`src/ex_pkg.sv`:
```
package ex_pkg;

    localparam int WORD_W     = 32;
    localparam int REG_ADDR_W = 5;
    localparam int SHAMT_W    = 5;

    typedef logic [WORD_W-1:0]     word_t;      // One register word
    typedef logic [2*WORD_W-1:0]   dword_t;     // Full product or the HI/LO pair
    typedef logic [REG_ADDR_W-1:0] reg_addr_t;  // Destination register index
    typedef logic [5:0]            count_t;     // Leading bit count, 0 up to 32

    typedef enum logic [4:0] {
        OP_NOP,
        OP_OR,
        OP_AND,
        OP_NOR,
        OP_XOR,
        OP_SLL,
        OP_SRL,
        OP_SRA,
        OP_ADD,
        OP_ADDU,
        OP_SUB,
        OP_SUBU,
        OP_SLT,
        OP_SLTU,
        OP_CLZ,
        OP_CLO,
        OP_MUL,
        OP_MULT,
        OP_MULTU,
        OP_MFHI,
        OP_MFLO,
        OP_MTHI,
        OP_MTLO
    } alu_op_t;

    typedef enum logic [2:0] {
        CAT_NONE,
        CAT_LOGIC,
        CAT_SHIFT,
        CAT_ARITH,
        CAT_MULT,
        CAT_MOVE
    } alu_cat_t;

    // The category is implied by the operator, so decode never has to send it
    function automatic alu_cat_t op_category(alu_op_t op);
        alu_cat_t cat;
        case (op)
            OP_OR, OP_AND, OP_NOR, OP_XOR:               cat = CAT_LOGIC;
            OP_SLL, OP_SRL, OP_SRA:                      cat = CAT_SHIFT;
            OP_ADD, OP_ADDU, OP_SUB, OP_SUBU,
            OP_SLT, OP_SLTU, OP_CLZ, OP_CLO:             cat = CAT_ARITH;
            OP_MUL, OP_MULT, OP_MULTU:                   cat = CAT_MULT;
            OP_MFHI, OP_MFLO, OP_MTHI, OP_MTLO:          cat = CAT_MOVE;
            default:                                     cat = CAT_NONE;
        endcase
        return cat;
    endfunction

endpackage

```
`src/ex_op_if.sv`:
```
interface ex_op_if;

    ex_pkg::alu_op_t op;        // Decoded operator
    ex_pkg::word_t   operand1;  // First source, also the shift amount
    ex_pkg::word_t   operand2;  // Second source or placed immediate
    logic            valid;     // Operation present this cycle

    modport source (
        output op,
        output operand1,
        output operand2,
        output valid
    );

    modport sink (
        input op,
        input operand1,
        input operand2,
        input valid
    );

endinterface

```
`src/ex_logic_shift.sv`:
```
module ex_logic_shift (
    ex_op_if.sink          op_bus,
    output ex_pkg::word_t  logic_shift_result
);

    logic [ex_pkg::SHAMT_W-1:0] shamt;
    ex_pkg::word_t              sra_value;

    assign shamt = op_bus.operand1[ex_pkg::SHAMT_W-1:0];  // Amount comes from operand1, not operand2

    // Arithmetic shift keeps operand2's sign in the vacated upper bits
    assign sra_value = ex_pkg::word_t'($signed(op_bus.operand2) >>> shamt);

    always_comb begin
        case (op_bus.op)
            ex_pkg::OP_OR: begin
                logic_shift_result = op_bus.operand1 | op_bus.operand2;
            end
            ex_pkg::OP_AND: begin
                logic_shift_result = op_bus.operand1 & op_bus.operand2;
            end
            ex_pkg::OP_NOR: begin
                logic_shift_result = ~(op_bus.operand1 | op_bus.operand2);
            end
            ex_pkg::OP_XOR: begin
                logic_shift_result = op_bus.operand1 ^ op_bus.operand2;
            end
            ex_pkg::OP_SLL: begin
                logic_shift_result = op_bus.operand2 << shamt;
            end
            ex_pkg::OP_SRL: begin
                logic_shift_result = op_bus.operand2 >> shamt;  // Zero fill from the top
            end
            ex_pkg::OP_SRA: begin
                logic_shift_result = sra_value;
            end
            default: begin
                logic_shift_result = '0;  // Not a logic or shift operator
            end
        endcase
    end

endmodule

```
`src/ex_arith.sv`:
```
module ex_arith (
    ex_op_if.sink          op_bus,
    output ex_pkg::word_t  arith_result,
    output logic           overflow
);

    ex_pkg::word_t  operand2_mux;
    ex_pkg::word_t  sum;
    ex_pkg::count_t clz_count;
    ex_pkg::count_t clo_count;
    logic           is_sub;
    logic           slt_bit;
    logic           sltu_bit;

    // Count of zeros above the highest set bit, 32 when no bit is set
    function automatic ex_pkg::count_t leading_zeros(ex_pkg::word_t w);
        ex_pkg::count_t n;
        logic           found;
        n = ex_pkg::count_t'(ex_pkg::WORD_W);
        found = 1'b0;
        for (int i = ex_pkg::WORD_W - 1; i >= 0; i--) begin
            if (w[i] && !found) begin
                n = ex_pkg::count_t'(ex_pkg::WORD_W - 1 - i);
                found = 1'b1;
            end
        end
        return n;
    endfunction

    assign is_sub = (op_bus.op == ex_pkg::OP_SUB) || (op_bus.op == ex_pkg::OP_SUBU)
        || (op_bus.op == ex_pkg::OP_SLT);

    assign operand2_mux = is_sub ? (~op_bus.operand2 + 1'b1) : op_bus.operand2;
    assign sum = op_bus.operand1 + operand2_mux;  // Shared by add, subtract and signed compare

    // Operands of equal sign giving a sum of the other sign
    assign overflow = ((op_bus.op == ex_pkg::OP_ADD) || (op_bus.op == ex_pkg::OP_SUB))
        && (op_bus.operand1[ex_pkg::WORD_W-1] == operand2_mux[ex_pkg::WORD_W-1])
        && (sum[ex_pkg::WORD_W-1] != op_bus.operand1[ex_pkg::WORD_W-1]);

    assign slt_bit = (op_bus.operand1[ex_pkg::WORD_W-1] && !op_bus.operand2[ex_pkg::WORD_W-1])
        || ((op_bus.operand1[ex_pkg::WORD_W-1] == op_bus.operand2[ex_pkg::WORD_W-1])
            && sum[ex_pkg::WORD_W-1]);  // Same signs cannot overflow, so the sum sign decides
    assign sltu_bit = op_bus.operand1 < op_bus.operand2;

    assign clz_count = leading_zeros(op_bus.operand1);
    assign clo_count = leading_zeros(~op_bus.operand1);  // Leading ones are leading zeros inverted

    always_comb begin
        case (op_bus.op)
            ex_pkg::OP_ADD, ex_pkg::OP_ADDU, ex_pkg::OP_SUB, ex_pkg::OP_SUBU: begin
                arith_result = sum;
            end
            ex_pkg::OP_SLT: begin
                arith_result = {{(ex_pkg::WORD_W-1){1'b0}}, slt_bit};
            end
            ex_pkg::OP_SLTU: begin
                arith_result = {{(ex_pkg::WORD_W-1){1'b0}}, sltu_bit};
            end
            ex_pkg::OP_CLZ: begin
                arith_result = ex_pkg::word_t'(clz_count);
            end
            ex_pkg::OP_CLO: begin
                arith_result = ex_pkg::word_t'(clo_count);
            end
            default: begin
                arith_result = '0;
            end
        endcase
    end

endmodule

```
`src/ex_mult.sv`:
```
module ex_mult (
    ex_op_if.sink           op_bus,
    output ex_pkg::dword_t  product
);

    logic           is_signed;
    logic           negate;
    ex_pkg::word_t  mag1;
    ex_pkg::word_t  mag2;
    ex_pkg::dword_t mag_product;

    assign is_signed = (op_bus.op == ex_pkg::OP_MUL) || (op_bus.op == ex_pkg::OP_MULT);

    // Signed operands are multiplied as magnitudes and the sign is put back afterwards
    assign mag1 = (is_signed && op_bus.operand1[ex_pkg::WORD_W-1])
        ? (~op_bus.operand1 + 1'b1) : op_bus.operand1;
    assign mag2 = (is_signed && op_bus.operand2[ex_pkg::WORD_W-1])
        ? (~op_bus.operand2 + 1'b1) : op_bus.operand2;

    assign mag_product = ex_pkg::dword_t'(mag1) * ex_pkg::dword_t'(mag2);

    assign negate = is_signed
        && (op_bus.operand1[ex_pkg::WORD_W-1] ^ op_bus.operand2[ex_pkg::WORD_W-1]);

    always_comb begin
        case (op_bus.op)
            ex_pkg::OP_MUL, ex_pkg::OP_MULT, ex_pkg::OP_MULTU: begin
                product = negate ? (~mag_product + 1'b1) : mag_product;
            end
            default: begin
                product = '0;  // Idle for every other operator
            end
        endcase
    end

endmodule

```
`src/ex_hilo.sv`:
```
module ex_hilo (
    input  logic            clk,
    input  logic            reset,
    ex_op_if.sink           op_bus,
    input  ex_pkg::dword_t  product,
    output ex_pkg::word_t   move_result
);

    ex_pkg::word_t hi;
    ex_pkg::word_t lo;
    ex_pkg::word_t hi_next;
    ex_pkg::word_t lo_next;
    logic          is_move;

    // Each half keeps its value unless this operation writes it
    always_comb begin
        hi_next = hi;
        lo_next = lo;
        if (op_bus.valid) begin
            case (op_bus.op)
                ex_pkg::OP_MTHI: begin
                    hi_next = op_bus.operand1;  // LO stays as it is
                end
                ex_pkg::OP_MTLO: begin
                    lo_next = op_bus.operand1;
                end
                ex_pkg::OP_MULT, ex_pkg::OP_MULTU: begin
                    hi_next = product[2*ex_pkg::WORD_W-1:ex_pkg::WORD_W];
                    lo_next = product[ex_pkg::WORD_W-1:0];
                end
                default: begin
                end
            endcase
        end
    end

    // Updated at the issue edge, so the next operation already reads the new pair
    always_ff @(posedge clk) begin
        if (reset) begin
            hi <= '0;
            lo <= '0;
        end else begin
            hi <= hi_next;
            lo <= lo_next;
        end
    end

    assign is_move = ex_pkg::op_category(op_bus.op) == ex_pkg::CAT_MOVE;

    always_comb begin
        move_result = '0;
        if (is_move) begin
            case (op_bus.op)
                ex_pkg::OP_MFHI: begin
                    move_result = hi;
                end
                ex_pkg::OP_MFLO: begin
                    move_result = lo;
                end
                default: begin
                    move_result = '0;  // MTHI and MTLO return nothing
                end
            endcase
        end
    end

endmodule

```
`src/ex_result_stage.sv`:
```
module ex_result_stage (
    input  logic               clk,
    input  logic               reset,
    ex_op_if.sink              op_bus,
    input  ex_pkg::reg_addr_t  dest_addr,
    input  logic               dest_write,
    input  ex_pkg::word_t      logic_shift_result,
    input  ex_pkg::word_t      arith_result,
    input  logic               overflow,
    input  ex_pkg::dword_t     product,
    input  ex_pkg::word_t      move_result,
    output logic               out_valid,
    output ex_pkg::reg_addr_t  write_addr,
    output logic               write_enable,
    output ex_pkg::word_t      write_data
);

    ex_pkg::alu_cat_t category;
    ex_pkg::word_t    data_next;
    logic             enable_next;

    assign category = ex_pkg::op_category(op_bus.op);

    always_comb begin
        case (category)
            ex_pkg::CAT_LOGIC, ex_pkg::CAT_SHIFT: begin
                data_next = logic_shift_result;  // One unit serves both categories
            end
            ex_pkg::CAT_ARITH: begin
                data_next = arith_result;
            end
            ex_pkg::CAT_MULT: begin
                data_next = product[ex_pkg::WORD_W-1:0];  // MUL keeps the low word
            end
            ex_pkg::CAT_MOVE: begin
                data_next = move_result;
            end
            default: begin
                data_next = '0;
            end
        endcase
    end

    // A signed add or subtract that overflows must not reach the register file
    assign enable_next = op_bus.valid && dest_write && !overflow;

    always_ff @(posedge clk) begin
        if (reset) begin
            out_valid    <= 1'b0;
            write_enable <= 1'b0;
            write_addr   <= '0;
            write_data   <= '0;
        end else begin
            out_valid    <= op_bus.valid;
            write_enable <= enable_next;
            write_addr   <= dest_addr;
            write_data   <= data_next;
        end
    end

endmodule

```
`src/ex_top.sv`:
```
module ex_top (
    input  logic               clk,
    input  logic               reset,
    input  logic               in_valid,
    input  ex_pkg::alu_op_t    operator,
    input  ex_pkg::word_t      operand1,
    input  ex_pkg::word_t      operand2,
    input  ex_pkg::reg_addr_t  dest_addr,
    input  logic               dest_write,
    output logic               out_valid,
    output ex_pkg::reg_addr_t  write_addr,
    output logic               write_enable,
    output ex_pkg::word_t      write_data
);

    ex_pkg::word_t  logic_shift_result;
    ex_pkg::word_t  arith_result;
    logic           overflow;
    ex_pkg::dword_t product;
    ex_pkg::word_t  move_result;

    ex_op_if op_bus ();

    // The decoded operation fans out to every unit over one bus
    assign op_bus.op       = operator;
    assign op_bus.operand1 = operand1;
    assign op_bus.operand2 = operand2;
    assign op_bus.valid    = in_valid;

    ex_logic_shift ex_logic_shift_inst (
        .op_bus             (op_bus),
        .logic_shift_result (logic_shift_result)
    );

    ex_arith ex_arith_inst (
        .op_bus       (op_bus),
        .arith_result (arith_result),
        .overflow     (overflow)
    );

    ex_mult ex_mult_inst (
        .op_bus  (op_bus),
        .product (product)
    );

    ex_hilo ex_hilo_inst (
        .clk         (clk),
        .reset       (reset),
        .op_bus      (op_bus),
        .product     (product),      // MULT and MULTU load the full product
        .move_result (move_result)
    );

    ex_result_stage ex_result_stage_inst (
        .clk                (clk),
        .reset              (reset),
        .op_bus             (op_bus),
        .dest_addr          (dest_addr),
        .dest_write         (dest_write),
        .logic_shift_result (logic_shift_result),
        .arith_result       (arith_result),
        .overflow           (overflow),
        .product            (product),
        .move_result        (move_result),
        .out_valid          (out_valid),
        .write_addr         (write_addr),
        .write_enable       (write_enable),
        .write_data         (write_data)
    );

endmodule

```
`config.mk`:
```
export PLATFORM = sky130hd
export DESIGN_NAME = ex_top
export DESIGN_NICKNAME = d
export VERILOG_FILES = /design/src/ex_pkg.sv /design/src/ex_op_if.sv /design/src/ex_logic_shift.sv /design/src/ex_arith.sv /design/src/ex_mult.sv /design/src/ex_hilo.sv /design/src/ex_result_stage.sv /design/src/ex_top.sv
export SDC_FILE = /design/constraint.sdc
export NUM_CORES = 2
export LEC_CHECK = 0
export ABC_AREA = 1
export BUFFER_PORTS_ARGS = -buffer_cell sky130_fd_sc_hd__buf_4
export CAP_MARGIN = 15
export CORE_MARGIN = 4
export CORE_UTILIZATION = 40
export CTS_BUF_LIST = sky130_fd_sc_hd__clkbuf_16
export CTS_CLUSTER_SIZE = 10
export DETAILED_ROUTE_END_ITERATION = 6
export SLEW_MARGIN = 20
export SYNTH_ARGS = -nofsm -noshare
export SYNTH_HDL_FRONTEND = slang
export SYNTH_SLANG_ARGS = --single-unit
```
`constraint.sdc`:
```
create_clock -name clk -period 23.2 [get_ports clk]
set_clock_uncertainty 0.15 [all_clocks]
set_input_delay 4.64 -clock clk [delete_from_list [all_inputs] [get_ports clk]]
set_output_delay 4.64 -clock clk [all_outputs]
set_load 0.01 [all_outputs]
```
# After elaboration in Yosys (flattened, before gate mapping)
# Memories as Yosys holds them, arrays and structs flattened.
# Cells that the tools add are included.
classes:
  n_shift: 3
  n_addsub: 4
  n_reduce_logical: 148
  n_lt_le_gt_ge: 1
  eq_ne: 31
  mul: 1
  n_bitwise: 8
  n_mux: 138
ops:
  columns: ["operator", "count"]
  rows:
  - ["$mux 6", 64]
  - ["$pmux 32 s7", 1]
  - ["$pmux 32 s2", 3]
  - ["$pmux 32 s5", 1]
  - ["$mux 32", 4]
  - ["$mux 64", 2]
  - ["$pmux 32 s4", 1]
  - ["$not 32->32", 3]
  - ["$logic_and 1x1->1", 71]
  - ["$add 32x1->32 const B", 2]
  - ["$add 64x1->64 const B", 1]
  - ["$logic_not 1->1", 64]
  - ["$mul 32x32->64", 1]
  - ["$not 64->64", 1]
  - ["$mux 1", 62]
  - ["$eq 5x4->1 const B", 8]
  - ["$eq 5x5->1 const B", 7]
  - ["$add 32x32->32", 1]
  - ["$and 32x32->32", 1]
  - ["$lt 32x32->1", 1]
  - ["$or 32x32->32", 1]
  - ["$shl 32x5->32", 1]
  - ["$shr 32x5->32", 1]
  - ["$sshr 32x5->32", 1]
  - ["other kinds (16)", 31]
word_totals:
  output_inout_bits: 39
  input_bits: 78
  memories: 2
  romBits: 192
  register_bits: 103
memory_table:
  columns: ["memory", "words", "width", "read_ports", "rd_ports_with_merged_regs", "wr", "line", "source"]
  rows:
  - ["(name not given)", 32, 3, 1, 0, 0, "ex_pkg.sv:50", "case (op)"]
  - ["(name not given)", 32, 3, 1, 0, 0, "ex_pkg.sv:50", null]

# Depth between registers and ports, before layout
logic_depth:
  word_depth: 97
  mapped_depth: 65

# Cells and area by module
# A second synthesis with hierarchy kept.
hier_totals:
  hier_cells: 8297
  area_unflattened_um2: 55194.2
by_module_without_submodules:
  columns: ["mod", "n_inst", "area_each_um2", "seq_area_each_um2", "cells_per_inst"]
  rows:
  - ["ex_mult", 1, 39320.2, 0.0, 5503]
  - ["ex_logic_shift", 1, 5610.4, 0.0, 1111]
  - ["ex_arith", 1, 4086.4, 0.0, 692]
  - ["ex_hilo", 1, 3937.5, 1281.2, 636]
  - ["ex_result_stage", 1, 2239.6, 780.7, 355]

# Worst setup path after synthesis
# OpenSTA, ideal clock, no wires.
synth_path:
  path_kind: "input-to-reg"
  start: "input operand1[0]"
  end: "register ex_hilo_inst.hi[15]"
  setup_time_ns: 0.070
  arrival_ns: 14.239
  stages: 53
  slack_ns: 8.742
  n_path_buf: 5
  cell_sequence: "inv_1 -> clkbuf_1 -> buf_1 -> buf_2 -> clkbuf_1 -> ha_1 -> nand3_1 -> nor2_1 -> inv_1 -> nor2_1 -> inv_1 -> nor2_1 -> inv_1 -> o21ai_0 -> xor2_1 -> clkbuf_1 -> nor2_1 -> fa_1 -> [17 not listed] -> nor4_1 -> nand2_1 -> nand3_1 -> nand2_1 -> nand2_1 -> nand2_1 -> nand2_1 -> xor2_1 -> nand2_1 -> nor2_2 -> nand2_1 -> nor2_1 -> nand3_1 -> nand2_1 -> nand2_1 -> nand2_1 -> o211ai_1 -> a21oi_1"
synth_between:
  elab_chain_cells: 9
synth_lines:
  columns: ["item", "line", "source"]
  rows:
  - ["start, declared", "ex_top.sv:6", "input ex_pkg::word_t operand1,"]
  - ["$not 32->32", "ex_mult.sv:16", "? (~op_bus.operand1 + 1'b1) : op_bus.operand1;"]
  - ["$add 32x1->32", "ex_mult.sv:16", null]
  - ["$mux 32 *", "ex_mult.sv:16", null]
  - ["$mul 32x32->64 *", "ex_mult.sv:20", "assign mag_product = ex_pkg::dword_t'(mag1) * ex_pkg::dword_t'(mag2);"]
  - ["$not 64->64", "ex_mult.sv:28", "product = negate ? (~mag_product + 1'b1) : mag_product;"]
  - ["$add 64x1->64", "ex_mult.sv:28", null]
  - ["$mux 64 *", "ex_mult.sv:28", null]
  - ["$mux 64 *", "ex_mult.sv:26", "case (op_bus.op)"]
  - ["$pmux 32 s2 *", "ex_hilo.sv:20", "case (op_bus.op)"]
  - ["end signal, assigned", "ex_hilo.sv:43", "hi <= hi_next;"]
  - ["end, declared", "ex_hilo.sv:9", "ex_pkg::word_t hi;"]
# Mark *: on every way between the ends. The rest lies on a longest branch, timed or not.
# A chain may end at the register's enable or synchronous reset.

# Worst setup path after layout
layout_path:
  start: "input operand1[2]"
  end: "register ex_hilo_inst.hi[31]"
# The elaborated chain is that of the path after synthesis.

==> impl_metrics.env <==
export IMPL_holdCritPathClass="flop to flop"
export IMPL_max_slew_margin_pct=15.8
export IMPL_drt_wl_total_um=230000
export IMPL_dr_pass1_iters=7
export IMPL_io_pins=117
export IMPL_antenna_found_initial=5
export IMPL_numCtsBuffers=9
export IMPL_cts_hold_buf=0
export IMPL_crit_path_end_kind="flop"
export IMPL_postLayoutCellArea_um2=53300
export IMPL_grt_pass1_vias=49569
export IMPL_finalWorstSetupSlack_ns=6.70
export IMPL_grtUsageMet2_pct=52.8
export IMPL_cts_repair_resized=0
export IMPL_synth_flop_cell="dfxtp_1"
export IMPL_via_count=49560
export IMPL_postSynthAreaPerCell_um2=7.09
export IMPL_grt_pass1_wl_um=336000
export IMPL_synth_edf_count=0
export IMPL_clock_latency_ns=0.36
export IMPL_pre_cts_ws_ns=6.77
export IMPL_reg2reg_from="ex_hilo_inst.lo[5]"
export IMPL_worst_pin_slew_ns=1.25
export IMPL_coreArea_um2=124000
export IMPL_cap_violations=0
export IMPL_utilization_pct=42.9
export IMPL_cts_sinks=103
export IMPL_die_x_um=363
export IMPL_synthCells=7099
export IMPL_track_usage_pct=34.6
export IMPL_cts_tree="yes"
export IMPL_gp_congestion=1.05
export IMPL_die_height_um=363
export IMPL_drive_gt1_share_pct=5.86
export IMPL_syn_num_nets=8466
export IMPL_r2r_cells=6
export IMPL_dieArea_um2=132000
export IMPL_critPathLaunch="operand1[2]"
export IMPL_reg2reg_slack_ns=20.89
export IMPL_post_cts_buffers=0
export IMPL_critPathLaunchType="primary input"
export IMPL_port_buffers=116
export IMPL_synth_area_top_cells="fa_1 (36%), inv_1 (11%), nand2_1 (11%), ha_1 (9.7%), nor2_1 (6.8%)"
export IMPL_area_growth_syn_to_layout_pct=5.86
export IMPL_worstSetupPathType="primary input to flop"
export IMPL_min_period_over_period_pct=71.1
export IMPL_drt_iter0_drc=5700
export IMPL_ys_seq_area_share_pct=4.10
export IMPL_yosysUniqueCellTypes=73
export IMPL_clockRootBuffer="clkbuf_16"
export IMPL_max_freq_mhz=60.6
export IMPL_crit_required_ns=23.35
export IMPL_whs_path_depth=2
export IMPL_path_max_fanout=61
export IMPL_crit_path_frequent_cell="inv_1"
export IMPL_timing_final_max_slew_violations=0
export IMPL_cts_htree_levels=3
export IMPL_vias_per_cell=5.72
export IMPL_start_util_pct=40.5
export IMPL_hold_violations=0
export IMPL_finalSetupViolCount=0
export IMPL_grt_overflow=0
export IMPL_busiest_layer="met2"
export IMPL_synth_seq_cells=103
export IMPL_netlist_area_um2=50300
export IMPL_crit_arrival_ns=16.65
export IMPL_dpl_hpwl_um=190000
export IMPL_ant_nets=0
export IMPL_rows=129
export IMPL_clockBufferDepth=2
export IMPL_drc_errors=6
export IMPL_wl_per_cell_um=26.6
export IMPL_grt_max_degree=82
export IMPL_synth_area_leader_cell="fa_1"
export IMPL_synth_top_area_share_pct=35.7
export IMPL_rsz0062_at_grt="no"
export IMPL_max_stage_delay_ns=0.77
export IMPL_clk_pin_slew_ns=0.09
export IMPL_synthArstFlopShare_pct=0
export IMPL_critPathSlowestCell="xor2_1"
export IMPL_grt_met1_usage_pct=46.9
export IMPL_critPathCapture="ex_hilo_inst.hi[31]"
export IMPL_violations="design-rule violations"
export IMPL_post_dp_cell_area_um2=52900
export IMPL_use_met3_pct=6.74
export IMPL_yosysWarnings=0
export IMPL_status="finished, violations left"
export IMPL_finalSetupTns_ns=0
export IMPL_min_period_ns=16.50
export IMPL_r2r_end="ex_result_stage_inst.write_data[5]"
export IMPL_nets=8388
-- cell type report --
cell class                      instances  area (µm²)
Fill cell                           13136       71000
Inverter                             1496        5620
Timing Repair Buffer                  221        1660
Multi-Input combinational cell       5190       41600
Clock buffer                            9         225
Sequential cell                       103        2060
Antenna cell                            5        12.5
Clock inverter                          7        93.8
Tap cell                             1637        2050
-- synthesized netlist by cell type (22+ instances only) --
master / instances
a21oi_1: 300
a221oi_1: 41
a31oi_1: 30
buf_1: 24
buf_2: 22
clkbuf_1: 252
clkinv_1: 28
dfxtp_1: 103
fa_1: 897
ha_1: 392
inv_1: 1450
nand2_1: 1423
nand3_1: 176
nand4_1: 53
nor2_1: 906
nor2_2: 34
nor3_1: 59
nor4_1: 22
o211ai_1: 24
o21ai_0: 365
o22ai_1: 49
xnor2_1: 33
xor2_1: 92
-- worst min path at each step --
stage	startpoint	to	slack (ns)
final	ex_hilo_inst.lo[30]	ex_hilo_inst.lo[30]	0.32
after global routing	ex_hilo_inst.lo[16]	ex_hilo_inst.lo[16]	0.34
after CTS	ex_hilo_inst.lo[0]	ex_hilo_inst.lo[0]	0.32
after detailed placement	ex_hilo_inst.lo[0]	ex_hilo_inst.lo[0]	0.30
after global placement	ex_hilo_inst.lo[0]	ex_hilo_inst.lo[0]	0.29
after floorplan	ex_hilo_inst.lo[0]	ex_hilo_inst.lo[0]	0.28
-- cells in the final DEF, fill, tap and decap left out, types with 10 or more instances in the layout --
cell type	n
a211oi_1	11
a21o_1	12
a21oi_1	300
a21oi_2	12
a221oi_1	41
a31oi_1	30
buf_4	221
clkinv_1	28
dfxtp_1	103
fa_1	897
ha_1	392
inv_1	1447
inv_2	20
nand2_1	1422
nand2_2	20
nand3_1	176
nand3b_1	14
nand4_1	53
nor2_1	904
nor2_2	35
nor2_4	11
nor3_1	58
nor4_1	22
o2111ai_1	16
o211ai_1	24
o21a_1	19
o21ai_0	354
o21ai_1	22
o21ai_2	10
o21bai_1	18
o221ai_1	18
o22ai_1	49
or2_2	12
xnor2_1	33
xor2_1	74
xor2_2	21
-- critical path, delay by kind of cell --
family / cells / cell delay, ns
fa+ha+maj: 9 / 4.45
xor+xnor: 1 / 0.77
buf+inv: 14 / 2.18
simple gates: 28 / 4.26
compound gates: 2 / 0.29
-- state kept, by name (all words and copies together), names as in the netlist --
register,count
ex_result_stage_inst.write_data,32
ex_hilo_inst.hi,32
ex_result_stage_inst.out_valid,1
ex_hilo_inst.lo,32
ex_result_stage_inst.write_addr,5
ex_result_stage_inst.write_enable,1
-- per-stage QoR --
| step | hold WS [ns] | std cells |
|---|---|---|
| final | 0.317 | 8668 |
| after global routing | 0.339 | 8663 |
| after CTS | 0.315 | 8663 |
| after detailed placement | 0.303 | 8647 |
| after global placement | 0.292 | 8647 |
| after floorplan | 0.280 | 7099 |
-- per-layer routing --
metal	part of all wire, %	up-vias
met1	40	24415
li1	-	21550
met5	0.0056	-
met4	6.4	2
met3	10	586
met2	43	3007
-- logic make-up after synthesis --
| group | Yosys count | share of synthesized area, % |
|---|---|---|
| simple gates | 2769 | 22.7 |
| buf+inv | 1806 | 13.7 |
| fa+ha+maj | 1289 | 45.4 |
| compound gates | 995 | 11.7 |
| xor+xnor | 128 | 2.27 |
| flops | 103 | 4.10 |
| mux | 9 | 0.179 |
Power is left out: the tool's default activity adds up to more than one toggle a clock period on the data nets, which glitch-free logic cannot reach.
